### src/common/claPkg.sv
`default_nettype none

package claPkg;

	localparam int DefaultGroupWidth = 4; // bits per adder group

	// propagate/generate pair of one adder group
	typedef struct packed {
		logic p;
		logic g;
	} groupPg_t;

endpackage

`default_nettype wire

### src/common/aluOpPkg.sv
`default_nettype none

package aluOpPkg;

	localparam int DataWidth = 32;
	localparam int ShamtWidth = 5;

	// encoding follows the original gate-level ALU
	typedef enum logic [2:0] {
		opAdd   = 3'd0,
		opShl   = 3'd1,
		opTrunc = 3'd2,
		opAnd   = 3'd3,
		opOr    = 3'd4,
		opNot   = 3'd5,
		opXor   = 3'd6,
		opNone  = 3'd7 // result forced to zero
	} aluOp_e;

	typedef struct packed {
		logic [DataWidth-ShamtWidth-1:0] unused;
		logic [ShamtWidth-1:0]           shamt; // shift or truncation amount
	} amtView_t;

	// operand b is either a data word or carries an amount in its low bits
	typedef union packed {
		logic [DataWidth-1:0] data;
		amtView_t             amt;
	} operandB_u;

	typedef struct packed {
		aluOp_e               op;
		logic [DataWidth-1:0] a;
		operandB_u            b;
	} aluReq_t;

	typedef struct packed {
		logic [DataWidth-1:0] result;
		logic                 carry; // adder carry out, zero for other ops
	} aluRsp_t;

endpackage

`default_nettype wire
### src/hw/aluTop.sv
`timescale 1ns/10ps
`default_nettype none

module aluTop #(
	parameter int GroupWidth = claPkg::DefaultGroupWidth
) (
	input  logic              clk,
	input  logic              rstN,
	input  logic              reqValid,
	output logic              reqReady,
	input  aluOpPkg::aluReq_t req,
	output logic              rspValid,
	input  logic              rspReady,
	output aluOpPkg::aluRsp_t rsp
);

	import aluOpPkg::*;
	import claPkg::*;

	localparam int NumGroups = DataWidth / GroupWidth;

	logic                   stageValid;
	logic                   stageReady;
	aluReq_t                stageReq;
	groupPg_t [NumGroups-1:0] groupPg;
	logic [NumGroups-1:0]   groupCarryIn;
	logic [DataWidth-1:0]   sum;
	logic                   carryOut;

	aluInStage u_inStage (
		.clk       (clk),
		.rstN      (rstN),
		.reqValid  (reqValid),
		.reqReady  (reqReady),
		.req       (req),
		.stageValid(stageValid),
		.stageReady(stageReady),
		.stageReq  (stageReq)
	);

	for (genvar i = 0; i < NumGroups; i++) begin : gGroup
		claGroup #(
			.GroupWidth(GroupWidth)
		) u_group (
			.a      (stageReq.a[i*GroupWidth +: GroupWidth]),
			.b      (stageReq.b.data[i*GroupWidth +: GroupWidth]),
			.carryIn(groupCarryIn[i]),
			.pg     (groupPg[i]),
			.sum    (sum[i*GroupWidth +: GroupWidth])
		);
	end

	carryLookahead #(
		.GroupWidth(GroupWidth)
	) u_lookahead (
		.pg      (groupPg),
		.carryIn (groupCarryIn),
		.carryOut(carryOut)
	);

	aluOutStage u_outStage (
		.clk       (clk),
		.rstN      (rstN),
		.stageValid(stageValid),
		.stageReady(stageReady),
		.stageReq  (stageReq),
		.sum       (sum),
		.carryOut  (carryOut),
		.rspValid  (rspValid),
		.rspReady  (rspReady),
		.rsp       (rsp)
	);

endmodule

`default_nettype wire

### src/hw/aluOutStage.sv
`timescale 1ns/10ps
`default_nettype none

module aluOutStage (
	input  logic                           clk,
	input  logic                           rstN,
	input  logic                           stageValid,
	output logic                           stageReady,
	input  aluOpPkg::aluReq_t              stageReq,
	input  logic [aluOpPkg::DataWidth-1:0] sum,
	input  logic                           carryOut,
	output logic                           rspValid,
	input  logic                           rspReady,
	output aluOpPkg::aluRsp_t              rsp
);

	import aluOpPkg::*;

	logic [ShamtWidth-1:0] amount;
	logic [DataWidth-1:0]  shiftVal;
	logic [DataWidth-1:0]  truncMask;
	aluRsp_t               rspNext;
	logic                  capture;

	assign amount = stageReq.b.amt.shamt; // upper bits of b ignored
	assign shiftVal = stageReq.a << amount;
	assign truncMask = ~({DataWidth{1'b1}} << amount); // amount 0 keeps nothing

	always_comb begin
		rspNext.carry = 1'b0;
		case (stageReq.op)
			opAdd: begin
				rspNext.result = sum;
				rspNext.carry = carryOut;
			end
			opShl: rspNext.result = shiftVal;
			opTrunc: rspNext.result = stageReq.a & truncMask;
			opAnd: rspNext.result = stageReq.a & stageReq.b.data;
			opOr: rspNext.result = stageReq.a | stageReq.b.data;
			opNot: rspNext.result = ~stageReq.a;
			opXor: rspNext.result = stageReq.a ^ stageReq.b.data;
			default: rspNext.result = '0; // opNone
		endcase
	end

	// empty, or being drained this cycle
	assign stageReady = !rspValid || rspReady;
	assign capture = stageValid && stageReady;

	always_ff @(posedge clk) begin
		if (!rstN) begin
			rspValid <= 1'b0;
		end else if (stageReady) begin
			rspValid <= stageValid;
		end
	end

	always_ff @(posedge clk) begin
		if (capture) begin
			rsp <= rspNext;
		end
	end

	// stalled response must not change
	rspStable: assert property (
		@(posedge clk) disable iff (!rstN)
		rspValid && !rspReady |=> $stable(rsp)
	);

	// a response only goes away once taken
	rspHeld: assert property (
		@(posedge clk) disable iff (!rstN)
		rspValid && !rspReady |=> rspValid
	);

endmodule

`default_nettype wire

### src/hw/aluInStage.sv
`timescale 1ns/10ps
`default_nettype none

module aluInStage (
	input  logic              clk,
	input  logic              rstN,
	input  logic              reqValid,
	output logic              reqReady,
	input  aluOpPkg::aluReq_t req,
	output logic              stageValid,
	input  logic              stageReady,
	output aluOpPkg::aluReq_t stageReq
);

	logic load;

	// free slot, or the held entry leaves this cycle
	assign reqReady = !stageValid || stageReady;
	assign load = reqValid && reqReady;

	always_ff @(posedge clk) begin
		if (!rstN) begin
			stageValid <= 1'b0;
		end else if (reqReady) begin
			stageValid <= reqValid; // drops when taken and nothing new
		end
	end

	always_ff @(posedge clk) begin
		if (load) begin
			stageReq <= req;
		end
	end

	// a held entry always carries a defined op code into the result select
	opKnown: assert property (
		@(posedge clk) disable iff (!rstN)
		stageValid |-> !$isunknown(stageReq.op)
	);

endmodule

`default_nettype wire

### src/adder/carryLookahead.sv
`timescale 1ns/10ps
`default_nettype none

module carryLookahead #(
	parameter int GroupWidth = claPkg::DefaultGroupWidth,
	localparam int NumGroups = aluOpPkg::DataWidth / GroupWidth
) (
	input  claPkg::groupPg_t [NumGroups-1:0] pg,
	output logic [NumGroups-1:0]             carryIn,
	output logic                             carryOut
);

	// group count is a multiple of four for group widths 2, 4 and 8
	localparam int BlockSize = 4;
	localparam int NumBlocks = NumGroups / BlockSize;

	logic [NumBlocks-1:0] blockP;
	logic [NumBlocks-1:0] blockG;
	logic [NumBlocks:0]   blockCarry;

	// block propagate/generate over four groups
	always_comb begin
		logic genAcc;
		logic propAcc;
		for (int k = 0; k < NumBlocks; k++) begin
			genAcc = 1'b0;
			propAcc = 1'b1;
			for (int j = BlockSize - 1; j >= 0; j--) begin
				genAcc = genAcc | (propAcc & pg[k*BlockSize + j].g);
				propAcc = propAcc & pg[k*BlockSize + j].p;
			end
			blockP[k] = propAcc;
			blockG[k] = genAcc;
		end
	end

	always_comb begin
		blockCarry[0] = 1'b0; // no carry into bit 0
		for (int k = 0; k < NumBlocks; k++) begin
			blockCarry[k+1] = blockG[k] | (blockP[k] & blockCarry[k]);
		end
	end

	assign carryOut = blockCarry[NumBlocks];

	// group carry-ins from the block carry and the groups below
	always_comb begin
		logic genAcc;
		logic propAcc;
		for (int k = 0; k < NumBlocks; k++) begin
			for (int i = 0; i < BlockSize; i++) begin
				genAcc = 1'b0;
				propAcc = 1'b1;
				for (int j = i - 1; j >= 0; j--) begin
					genAcc = genAcc | (propAcc & pg[k*BlockSize + j].g);
					propAcc = propAcc & pg[k*BlockSize + j].p;
				end
				carryIn[k*BlockSize + i] = genAcc | (propAcc & blockCarry[k]);
			end
		end
	end

endmodule

`default_nettype wire

### src/adder/claGroup.sv
`timescale 1ns/10ps
`default_nettype none

module claGroup #(
	parameter int GroupWidth = claPkg::DefaultGroupWidth
) (
	input  logic [GroupWidth-1:0] a,
	input  logic [GroupWidth-1:0] b,
	input  logic                  carryIn,
	output claPkg::groupPg_t      pg,
	output logic [GroupWidth-1:0] sum
);

	logic [GroupWidth-1:0] p;
	logic [GroupWidth-1:0] g;
	logic [GroupWidth-1:0] carry;

	assign p = a ^ b;
	assign g = a & b;

	// carry into bit i as a sum of products, no ripple
	always_comb begin
		logic genAcc;
		logic propAcc;
		for (int i = 0; i < GroupWidth; i++) begin
			genAcc = 1'b0;
			propAcc = 1'b1;
			for (int m = i - 1; m >= 0; m--) begin
				genAcc = genAcc | (propAcc & g[m]);
				propAcc = propAcc & p[m];
			end
			carry[i] = genAcc | (propAcc & carryIn);
		end
	end

	// group terms for the next lookahead level
	always_comb begin
		logic genAcc;
		logic propAcc;
		genAcc = 1'b0;
		propAcc = 1'b1;
		for (int m = GroupWidth - 1; m >= 0; m--) begin
			genAcc = genAcc | (propAcc & g[m]);
			propAcc = propAcc & p[m];
		end
		pg.p = propAcc;
		pg.g = genAcc;
	end

	assign sum = p ^ carry;

endmodule

`default_nettype wire

### config.mk
export PLATFORM = sky130hd
export DESIGN_NAME = aluTop
export DESIGN_NICKNAME = d
export VERILOG_FILES = /design/src/common/claPkg.sv /design/src/common/aluOpPkg.sv /design/src/hw/aluTop.sv /design/src/hw/aluOutStage.sv /design/src/hw/aluInStage.sv /design/src/adder/carryLookahead.sv /design/src/adder/claGroup.sv
export SDC_FILE = /design/constraint.sdc
export NUM_CORES = 1
export LEC_CHECK = 0
export BUFFER_PORTS_ARGS = -buffer_cell sky130_fd_sc_hd__buf_2
export CAP_MARGIN = 20
export CORE_ASPECT_RATIO = 1.75
export CORE_MARGIN = 3
export CORE_UTILIZATION = 64
export DETAILED_ROUTE_END_ITERATION = 12
export PLACE_DENSITY = 0.87
export SETUP_SLACK_MARGIN = 0.4
export SLEW_MARGIN = 20
export SYNTH_ARGS = -nofsm -noshare
export SYNTH_HDL_FRONTEND = slang
export SYNTH_SLANG_ARGS = --single-unit
### constraint.sdc
create_clock -name clk -period 6 [get_ports clk]
set_input_delay 0.6 -clock clk [delete_from_list [all_inputs] [get_ports clk]]
set_output_delay 0.6 -clock clk [all_outputs]
set_load 0.01 [all_outputs]
==> results.sh, run 1 <==
export IMPL_status="complete, no violations"
export IMPL_yosysTopAreaCellShare_pct=35.48
export IMPL_fp_dieArea_um2=14690
export IMPL_ant_nets=0
export IMPL_gp_congestion=1.151
export IMPL_netlist_area_um2=8463
export IMPL_ys_seq_area_share_pct=35.96
export IMPL_synth_top_area_cell="edfxtp_1"
export IMPL_setup_tns_ns=0
export IMPL_max_freq_ghz=0.2304
export IMPL_postLayoutCoreUtil_pct=73.18
export IMPL_vdd_drop_max_mv=0.1829
export IMPL_fin_crit_ns=4.339
export IMPL_grt_max_degree=62
export IMPL_wire_per_inst_um=25.09
export IMPL_h_tree_depth=3
export IMPL_post_cts_buffers=0
export IMPL_synth_seq_cells=102
export IMPL_die_h_um=158.1
export IMPL_p_leak_nw=4.017
export IMPL_min_period_over_period_pct=72.32
export IMPL_start_kind="register"
export IMPL_clock_latency_ns=0.35
export IMPL_worstPathMaxFanout=41
export IMPL_layout_drive_gt1_share_pct=19.94
export IMPL_antenna_found_initial=0
export IMPL_postCtsHoldBufs=0
export IMPL_diodes=0
export IMPL_cts_tree="done"
export IMPL_critPathArrivalTime_ns=4.41
export IMPL_nets=1087
export IMPL_critPathCaptureType="register"
export IMPL_syn_inst=863
export IMPL_hp_class="in2reg"
export IMPL_cpPeakStageDelay_ns=0.55
export IMPL_setup_viol=0
export IMPL_cts_resized=0
export IMPL_hpwl_um=20110
export IMPL_start_util_pct=65.42
export IMPL_synth_edf_count=100
export IMPL_grt_pass1_wl_um=42610
export IMPL_ys_types=76
export IMPL_yosysMostFrequentCell="edfxtp_1"
export IMPL_synthArstFlopShare_pct=0
export IMPL_relSlewSlack_pct=22.19
export IMPL_hold_depth=1
export IMPL_maxCapViolations=0
export IMPL_critPathKind="reg2reg"
export IMPL_synthTopCellsByArea="edfxtp_1 (35%), ha_1 (9.6%), mux4_2 (7.5%)"
export IMPL_crit_buf_inv=3
export IMPL_cts_buffers=9
export IMPL_areaGrowthSynthToFinish_pct=11.87
export IMPL_synth_common_cells="edfxtp_1 (100), nand2_1 (87), inv_1 (72), ha_1 (65), nor2_1 (54)"
export IMPL_pin_count=106
export IMPL_clock_skew_ns=0.01422
export IMPL_die_w_um=92.93
export IMPL_grt_use_total_pct=38.54
export IMPL_slowest_stage="a2111oi_4"
export IMPL_core_um2=12940
export IMPL_power_per_cell_area_nw_per_um2=217.1
export IMPL_io_buffers=105
export IMPL_rows=55
export IMPL_worst_pin_slew_ns=1.163
export IMPL_max_clock_path_buffers=2
export IMPL_power_total_mw=2.055
export IMPL_vias_per_cell=7.107
export IMPL_rsz0062_at_grt="no"
export IMPL_r2r_cells=17
export IMPL_ys_flop_type="edfxtp_1"
export IMPL_drc_errors=0
export IMPL_worst_path_stages=17
export IMPL_first_iter_violations=1052
export IMPL_path_cells="buf_4, inv_1, buf_4, ha_1, o21ai_0, o21bai_2, a22oi_2, a2111oi_4, o2111ai_4, a21boi_1, nor2_1, fa_1, and2_1, o21ai_0, a21oi_1, a31oi_1, o221ai_1"
export IMPL_hold_viol_final=0
export IMPL_cts_root_buf="clkbuf_16"
export IMPL_report_final_slew_viol_count=0
export IMPL_grt_pass1_vias=7694
export IMPL_cts_sinks=102
export IMPL_avgSynthCellArea_um2=9.807
export IMPL_clk_pin_slew_worst_paths_ns=0.08
export IMPL_crit_required_ns=6.08
export IMPL_grt_overflow=0
export IMPL_drt_pass1_iterations=6
export IMPL_via_count=7953
export IMPL_mappedNetlistNets=1007
export IMPL_crit_family="compound AO/OA/AOI/OAI gates"
export IMPL_route_final_wire_length_um=28080
export IMPL_synth_warnings=0
registers in the layout, summed over array words and instances, names as in the netlist:
name / cells
u_inStage.stageReq: 67
u_outStage.rsp: 33
u_inStage.stageValid: 1
u_outStage.rspValid: 1
final timing paths:
path | start | to | slack [ns]
max | u_inStage.stageReq[3] | u_outStage.rsp[30] | 1.66
min | req[57] | u_inStage.stageReq[57] | 0.42
max reg2reg | u_inStage.stageReq[3] | u_outStage.rsp[30] | 1.66
min reg2reg | u_inStage.stageValid | u_outStage.rspValid | 0.55
per-layer routing:
metal	vias to the layer above	track usage, %	share of wire [%]
li1	3428	-	-
met2	639	64.18	47
met4	0	31.45	11
met3	220	6.229	9.4
met1	3666	43.12	32
met5	-	0	0
report_power, final:
group          switching [mW]  total [mW]  internal [mW]
logic                   0.352       0.575          0.223
registers              0.0454       0.884          0.839
clock network           0.270       0.597          0.326
total                   0.668        2.06           1.39
cell usage in the layout (no fill, tap or decap), drive strengths merged, types with 9 or more instances in the layout:
| cell | n |
|---|---|
| nand2 | 87 |
| a22oi | 18 |
| a211oi | 16 |
| o221ai | 11 |
| o21ai | 51 |
| mux4 | 28 |
| ha | 65 |
| a31oi | 28 |
| buf | 124 |
| nand3 | 22 |
| mux2i | 44 |
| inv | 76 |
| edfxtp | 100 |
| and2 | 9 |
| clkbuf | 10 |
| a21oi | 53 |
| nor3 | 14 |
| nor2 | 54 |
area by class of cell:
cell class	count	area, um^2
Multi-Input combinational cell	630	4941
Tap cell	171	214.0
Inverter	76	285.3
Clock inverter	6	67.56
Sequential cell	102	3043
Timing Repair Buffer	124	688.2
Clock buffer	10	229.0
Fill cell	1014	3470
cells by family (layout without fill, tap and decap cells):
| group | after synthesis | after routing | synth area share, % |
|---|---|---|---|
| flops | 102 | 102 | 35.96 |
| compound gates | 255 | 255 | 20.89 |
| xor+xnor | 8 | 8 | 0.8279 |
| mux | 74 | 74 | 12.92 |
| fa+ha+maj | 73 | 73 | 11.50 |
| simple gates | 220 | 220 | 11.93 |
| buf+inv | 131 | 216 | 5.973 |
through the flow:
| stage | area (um^2) | worst slack, ns | hold slack [ns] | std cells |
|---|---|---|---|---|
| floorplan | 8463 | 2.044 | 0.4768 | 863 |
| global placement | 9144 | 1.870 | 0.5197 | 1102 |
| detailed placement | 9144 | 1.787 | 0.5324 | 1102 |
| CTS | 9440 | 1.739 | 0.4170 | 1118 |
| global route | 9468 | 1.400 | 0.4137 | 1119 |
| finish | 9468 | 1.661 | 0.4158 | 1119 |
Note: power is estimated with default switching activity, not from simulation.
==> run 2: changes to the inputs <==
--- a/config.mk
+++ b/config.mk
@@ -9,9 +9,9 @@
 export CAP_MARGIN = 20
 export CORE_ASPECT_RATIO = 1.75
 export CORE_MARGIN = 3
-export CORE_UTILIZATION = 64
+export CORE_UTILIZATION = 54
 export DETAILED_ROUTE_END_ITERATION = 12
-export PLACE_DENSITY = 0.87
+export PLACE_DENSITY = 0.78
 export SETUP_SLACK_MARGIN = 0.4
 export SLEW_MARGIN = 20
 export SYNTH_ARGS = -nofsm -noshare
==> constraint.sdc (replaced) <==
create_clock -name clk -period 3.7 [get_ports clk]
set_input_delay 0.37 -clock clk [delete_from_list [all_inputs] [get_ports clk]]
set_output_delay 0.37 -clock clk [all_outputs]
set_load 0.01 [all_outputs]
==> run 2 against run 1 <==
The flow now finishes with violations (negative setup slack). Die area is 18% higher. Critical path depth is 1 higher. Combinational power is 98% higher. Critical path type unchanged. Largest cell class unchanged.
==> results.sh, run 2 (synthesized netlist as in run 1, its figures left out) <==
export IMPL_fin_crit_ns=3.713
export IMPL_timing_final_ws_setup_ns=-0.01276
export IMPL_cts_sinks=102
export IMPL_worstHoldStart="req[42]"
export IMPL_cts_root_buf="clkbuf_16"
export IMPL_reg_top3="u_inStage.stageReq x67, u_outStage.rsp x33"
export IMPL_worstPathMaxFanout=3
export IMPL_io_buffers=105
export IMPL_antenna_found_initial=0
export IMPL_critPathCaptureType="register"
export IMPL_grt_pass1_vias=8268
export IMPL_hpwl_um=20370
export IMPL_hold_viol_final=0
export IMPL_vdd_drop_max_mv=0.2931
export IMPL_layout_common_cells="buf_2 (105), edfxtp_1 (100), buf_4 (97), nand2_1 (87), inv_1 (61)"
export IMPL_clock_latency_ns=0.35
export IMPL_largest_reg_flops=67
export IMPL_path_common_cell="buf_6"
export IMPL_r2r_end="u_outStage.rsp[30]"
export IMPL_worst_r2r_setup_slack_ns=-0.01
export IMPL_power_per_cell_area_nw_per_um2=328.5
export IMPL_critPathKind="reg2reg"
export IMPL_power_total_mw=3.467
export IMPL_relSlewSlack_pct=44.18
export IMPL_layout_drive_gt1_share_pct=32.11
export IMPL_final_cell_area_um2=10550
export IMPL_critPathArrivalTime_ns=3.80
export IMPL_setup_viol=1
export IMPL_drt_pass1_iterations=6
export IMPL_die_w_um=100.6
export IMPL_whs_endpoint="u_inStage.stageReq[42]"
export IMPL_maxCapViolations=0
export IMPL_vias_per_cell=6.835
export IMPL_grt_max_degree=68
export IMPL_grt_use_total_pct=34.39
export IMPL_slowest_stage="a2111oi_4"
export IMPL_nets=1176
export IMPL_hp_class="in2reg"
export IMPL_wire_per_inst_um=24.70
export IMPL_r2r_cells=18
export IMPL_dpl_cell_area_um2=9573
export IMPL_cts_tree="done"
export IMPL_die_h_um=171.6
export IMPL_clk_pin_slew_worst_paths_ns=0.08
export IMPL_status="finished, violations left"
export IMPL_rr_startpoint="u_inStage.stageReq[7]"
export IMPL_fp_dieArea_um2=17270
export IMPL_grt_pass1_wl_um=44900
export IMPL_cts_buffers=9
export IMPL_crit_required_ns=3.78
export IMPL_clock_skew_ns=0.009565
export IMPL_path_cells="inv_1, ha_4, buf_6, nand4_1, a311oi_2, buf_4, a211oi_4, a2111oi_4, buf_6, o2111ai_4, a21boi_2, nor2_2, fa_2, and2_4, o21ai_4, a21oi_2, a31oi_1, o221ai_1"
export IMPL_ant_nets=0
export IMPL_worst_pin_slew_ns=0.8373
export IMPL_max_freq_ghz=0.2693
export IMPL_largest_register="u_inStage.stageReq"
export IMPL_h_tree_depth=3
export IMPL_drc_errors=0
export IMPL_first_iter_violations=1076
export IMPL_route_final_wire_length_um=30160
export IMPL_via_count=8346
export IMPL_max_clock_path_buffers=2
export IMPL_start_util_pct=55.92
export IMPL_dp_slack_ns=-0.02008
export IMPL_final_common_cell="buf_2"
export IMPL_grt_overflow=0
export IMPL_postLayoutCoreUtil_pct=69.72
export IMPL_gp_congestion=1.046
export IMPL_start_kind="register"
export IMPL_report_final_slew_viol_count=0
export IMPL_pin_count=106
export IMPL_core_um2=15130
export IMPL_min_period_over_period_pct=100.3
export IMPL_rsz0062_at_grt="yes"
export IMPL_hold_depth=1
export IMPL_violations="negative setup slack"
export IMPL_postCtsHoldBufs=0
export IMPL_areaGrowthSynthToFinish_pct=24.68
export IMPL_p_leak_nw=4.456
export IMPL_rows=59
export IMPL_cpPeakStageDelay_ns=0.38
==> run 2: cell count changes in the layout (fill, tap and decap cells not counted), sizes merged <==
cell,before,now
buf,124,213
clkinvlp,1,3
bufinv,1,0
clkinv,4,3
diode,0,1
==> run 2: power breakdown <==
part | leakage [nW] | switching (mW) | internal, mW
clock network | 0.126 | 0.449 | 0.461
logic | 3.35 | 0.662 | 0.483
registers | 0.985 | 0.0527 | 1.36
total | 4.46 | 1.16 | 2.30
==> run 2: routing by layer <==
| layer | vias up | track usage, % | wire [um] |
|---|---|---|---|
| li1 | 3599 | - | - |
| met1 | 3900 | 37.14 | 9743 |
| met2 | 625 | 58.54 | 14620 |
| met3 | 222 | 5.966 | 2810 |
| met4 | 0 | 26.86 | 2991 |
| met5 | - | 0 | 0 |
==> run 2: cell type report <==
class / count / area, um^2
multi-input combinational: 630 / 5319
fill: 1081 / 4582
sequential: 102 / 3043
timing repair buffer: 213 / 1386
inverter: 76 / 297.8
clock buffer: 10 / 229.0
tap: 183 / 229.0
clock inverter: 6 / 45.04
antenna: 1 / 2.502
==> run 2: per-stage QoR <==
step | cells | hold slack [ns] | setup TNS, ns
floorplan | 863 | 0.4689 | 0
global placement | 1163 | 0.5096 | 0
detailed placement | 1163 | 0.5129 | -0.02008
CTS | 1202 | 0.1845 | 0
global route | 1220 | 0.1825 | -0.2554
finish | 1221 | 0.1862 | -0.01276
==> run 2: how the worst max path moves through the flow <==
| stage | from | to | cells past startpoint |
|---|---|---|---|
| final | u_inStage.stageReq[7] | u_outStage.rsp[30] | 18 |
| after detailed placement | u_inStage.stageReq[12] | u_outStage.rsp[30] | 16 |
| after global routing | u_inStage.stageReq[7] | u_outStage.rsp[30] | 18 |
| after CTS | u_inStage.stageReq[37] | u_outStage.rsp[30] | 17 |
| after global placement | u_inStage.stageReq[12] | u_outStage.rsp[30] | 16 |
| after floorplan | u_inStage.stageReq[1] | u_outStage.rsp[30] | 17 |
==> run 2: critical path, delay by kind of cell, from the launching register on <==
family                   cells  cell delay [ns]
AO/OA/AOI/OAI                9             1.55
adder cells (fa/ha/maj)      2             0.62
buffers and inverters        4             0.56
flip-flops                   1             0.37
AND/OR/NAND/NOR              3             0.33
==> run 2: what timing repair did <==
action / 4_1_cts / 5_1_grt
endpoints found under the setup margin: 9 / 13
cloned: 0 / 0
gates resized for setup: 45 / 31
setup buffers: 23 / 17
pin swaps: 25 / 25
==> run 3: changes to the inputs <==
--- a/config.mk
+++ b/config.mk
@@ -8,10 +8,9 @@
 export BUFFER_PORTS_ARGS = -buffer_cell sky130_fd_sc_hd__buf_2
 export CAP_MARGIN = 20
 export CORE_ASPECT_RATIO = 1.75
-export CORE_MARGIN = 3
-export CORE_UTILIZATION = 54
+export CORE_MARGIN = 10
+export CORE_UTILIZATION = 40
 export DETAILED_ROUTE_END_ITERATION = 12
-export PLACE_DENSITY = 0.78
 export SETUP_SLACK_MARGIN = 0.4
 export SLEW_MARGIN = 20
 export SYNTH_ARGS = -nofsm -noshare
==> run 3 against run 2 <==
The flow now finishes without violations. Sequential share of layout area increased by 0.59 points. Die area increased by 60%. Total power decreased by 2.5%. Setup slack improved by 0.067 ns. Register-to-register slack improved by 0.07 ns. Clock-buffer cell count decreased by 1. Clock skew about the same. Highest routed layer unchanged.
==> results.sh, run 3 (synthesized netlist as in run 1, its figures left out) <==
export IMPL_critPathKind="reg2reg"
export IMPL_worst_pin_slew_ns=0.9076
export IMPL_wire_per_inst_um=23.04
export IMPL_grt_max_degree=71
export IMPL_max_freq_ghz=0.2743
export IMPL_die_h_um=212.4
export IMPL_layout_drive_gt1_share_pct=28.84
export IMPL_worstHoldStart="req[57]"
export IMPL_reg_top3="u_inStage.stageReq x67, u_outStage.rsp x33"
export IMPL_areaGrowthSynthToFinish_pct=22.16
export IMPL_cts_tree="done"
export IMPL_p_leak_nw=4.363
export IMPL_cts_sinks=102
export IMPL_crit_buf_inv=5
export IMPL_route_final_wire_length_um=29210
export IMPL_ant_nets=0
export IMPL_start_util_pct=40.60
export IMPL_io_buffers=105
export IMPL_report_final_slew_viol_count=0
export IMPL_nets=1155
export IMPL_final_common_cell="buf_2"
export IMPL_drc_errors=0
export IMPL_diodes=0
export IMPL_status="complete, no violations"
export IMPL_pin_count=106
export IMPL_cts_root_buf="clkbuf_16"
export IMPL_power_per_cell_area_nw_per_um2=326.9
export IMPL_via_count=7710
export IMPL_hpwl_um=22000
export IMPL_path_common_cell="buf_4"
export IMPL_grt_overflow=0
export IMPL_hold_depth=1
export IMPL_crit_required_ns=3.80
export IMPL_vias_per_cell=6.080
export IMPL_rows=70
export IMPL_r2r_end="u_outStage.rsp[25]"
export IMPL_grt_pass1_wl_um=44080
export IMPL_setup_viol=0
export IMPL_worstPathMaxFanout=2
export IMPL_maxCapViolations=0
export IMPL_path_cells="inv_2, ha_4, nand4_1, a311oi_4, buf_4, a211oi_4, a2111oi_4, buf_4, buf_4, buf_6, nor2_1, fa_2, nor3_1, a21oi_1, o21ai_1, a31oi_1, o21ai_1"
export IMPL_cts_buffers=9
export IMPL_start_kind="register"
export IMPL_grt_pass1_vias=7730
export IMPL_min_period_over_period_pct=98.53
export IMPL_hp_class="in2reg"
export IMPL_clk_pin_slew_worst_paths_ns=0.08
export IMPL_cpPeakStageDelay_ns=0.57
export IMPL_drt_pass1_iterations=5
export IMPL_antenna_found_initial=0
export IMPL_hold_viol_final=0
export IMPL_r2r_cells=17
export IMPL_worst_r2r_setup_slack_ns=0.05
export IMPL_clock_skew_ns=0.009360
export IMPL_critPathArrivalTime_ns=3.75
export IMPL_max_clock_path_buffers=2
export IMPL_critPathCaptureType="register"
export IMPL_clock_latency_ns=0.37
export IMPL_power_total_mw=3.380
export IMPL_gp_congestion=0.9979
export IMPL_h_tree_depth=3
export IMPL_whs_endpoint="u_inStage.stageReq[57]"
export IMPL_crit_family="compound AO/OA/AOI/OAI gates"
export IMPL_fin_crit_ns=3.646
export IMPL_rsz0062_at_grt="yes"
export IMPL_cp_startpoint="u_inStage.stageReq[5]"
export IMPL_vdd_drop_max_mv=0.2857
export IMPL_largest_reg_flops=67
export IMPL_die_w_um=130.0
export IMPL_first_iter_violations=548
export IMPL_rr_startpoint="u_inStage.stageReq[5]"
export IMPL_setup_tns_ns=0
export IMPL_largest_register="u_inStage.stageReq"
export IMPL_relSlewSlack_pct=39.49
export IMPL_slowest_stage="fa_2"
export IMPL_grt_use_total_pct=21.08
export IMPL_fp_dieArea_um2=27610
export IMPL_layout_common_cells="buf_2 (105), edfxtp_1 (100), nand2_1 (87), buf_4 (81), inv_1 (66)"
export IMPL_core_um2=20850
run 3: how the worst max path moves through the flow:
stage,cells after the start,endpoint,slack [ns]
floorplan,17,u_outStage.rsp[30],0.30
global placement,14,u_outStage.rsp[29],-0.08
detailed placement,14,u_outStage.rsp[29],-0.11
CTS,17,u_outStage.rsp[30],0.14
global route,17,u_outStage.rsp[30],-0.02
finish,17,u_outStage.rsp[25],0.05
run 3: what timing repair did:
item,CTS,global route
setup buffers,6,9
setup endpoints to repair,9,12
hold buffers,0,0
gates resized for setup,16,30
pin swaps,6,13
run 3: report_power, final:
group | switching, mW | internal, mW | total, mW | leakage, nW
logic | 0.606 | 0.440 | 1.05 | 3.24
clock network | 0.457 | 0.464 | 0.921 | 0.133
registers | 0.0523 | 1.36 | 1.41 | 0.985
run 3: final cells by class:
type | instances | area, um^2
clock buffer | 9 | 225.2
clock inverter | 7 | 55.05
fill | 1970 | 10510
inverter | 76 | 297.8
multi-input combinational | 630 | 5184
sequential | 102 | 3043
tap | 252 | 315.3
timing repair buffer | 192 | 1219
run 3: metal layers:
layer | up-vias | global-route usage, % | share of wire [%]
li1 | 3564 | - | -
met1 | 3709 | 22.40 | 36
met2 | 343 | 37.35 | 52
met3 | 94 | 3.591 | 5.5
met4 | 0 | 13.43 | 6.0
met5 | - | 0 | 0
run 3: stage by stage:
stage / setup WS (ns) / hold WS (ns) / cell area (um^2) / std cells / utilization (%)
6_report: 0.05434 / 0.1663 / 10340 / 1268 / 49.60
5_1_grt: -0.01708 / 0.1582 / 10340 / 1268 / 49.60
4_1_cts: 0.1364 / 0.1546 / 10150 / 1259 / 48.69
3_5_place_dp: -0.1062 / 0.5246 / 9718 / 1237 / 46.62
3_3_place_gp: -0.08475 / 0.5134 / 9698 / 1236 / 46.52
2_1_floorplan: 0.2971 / 0.4689 / 8562 / 863 / -
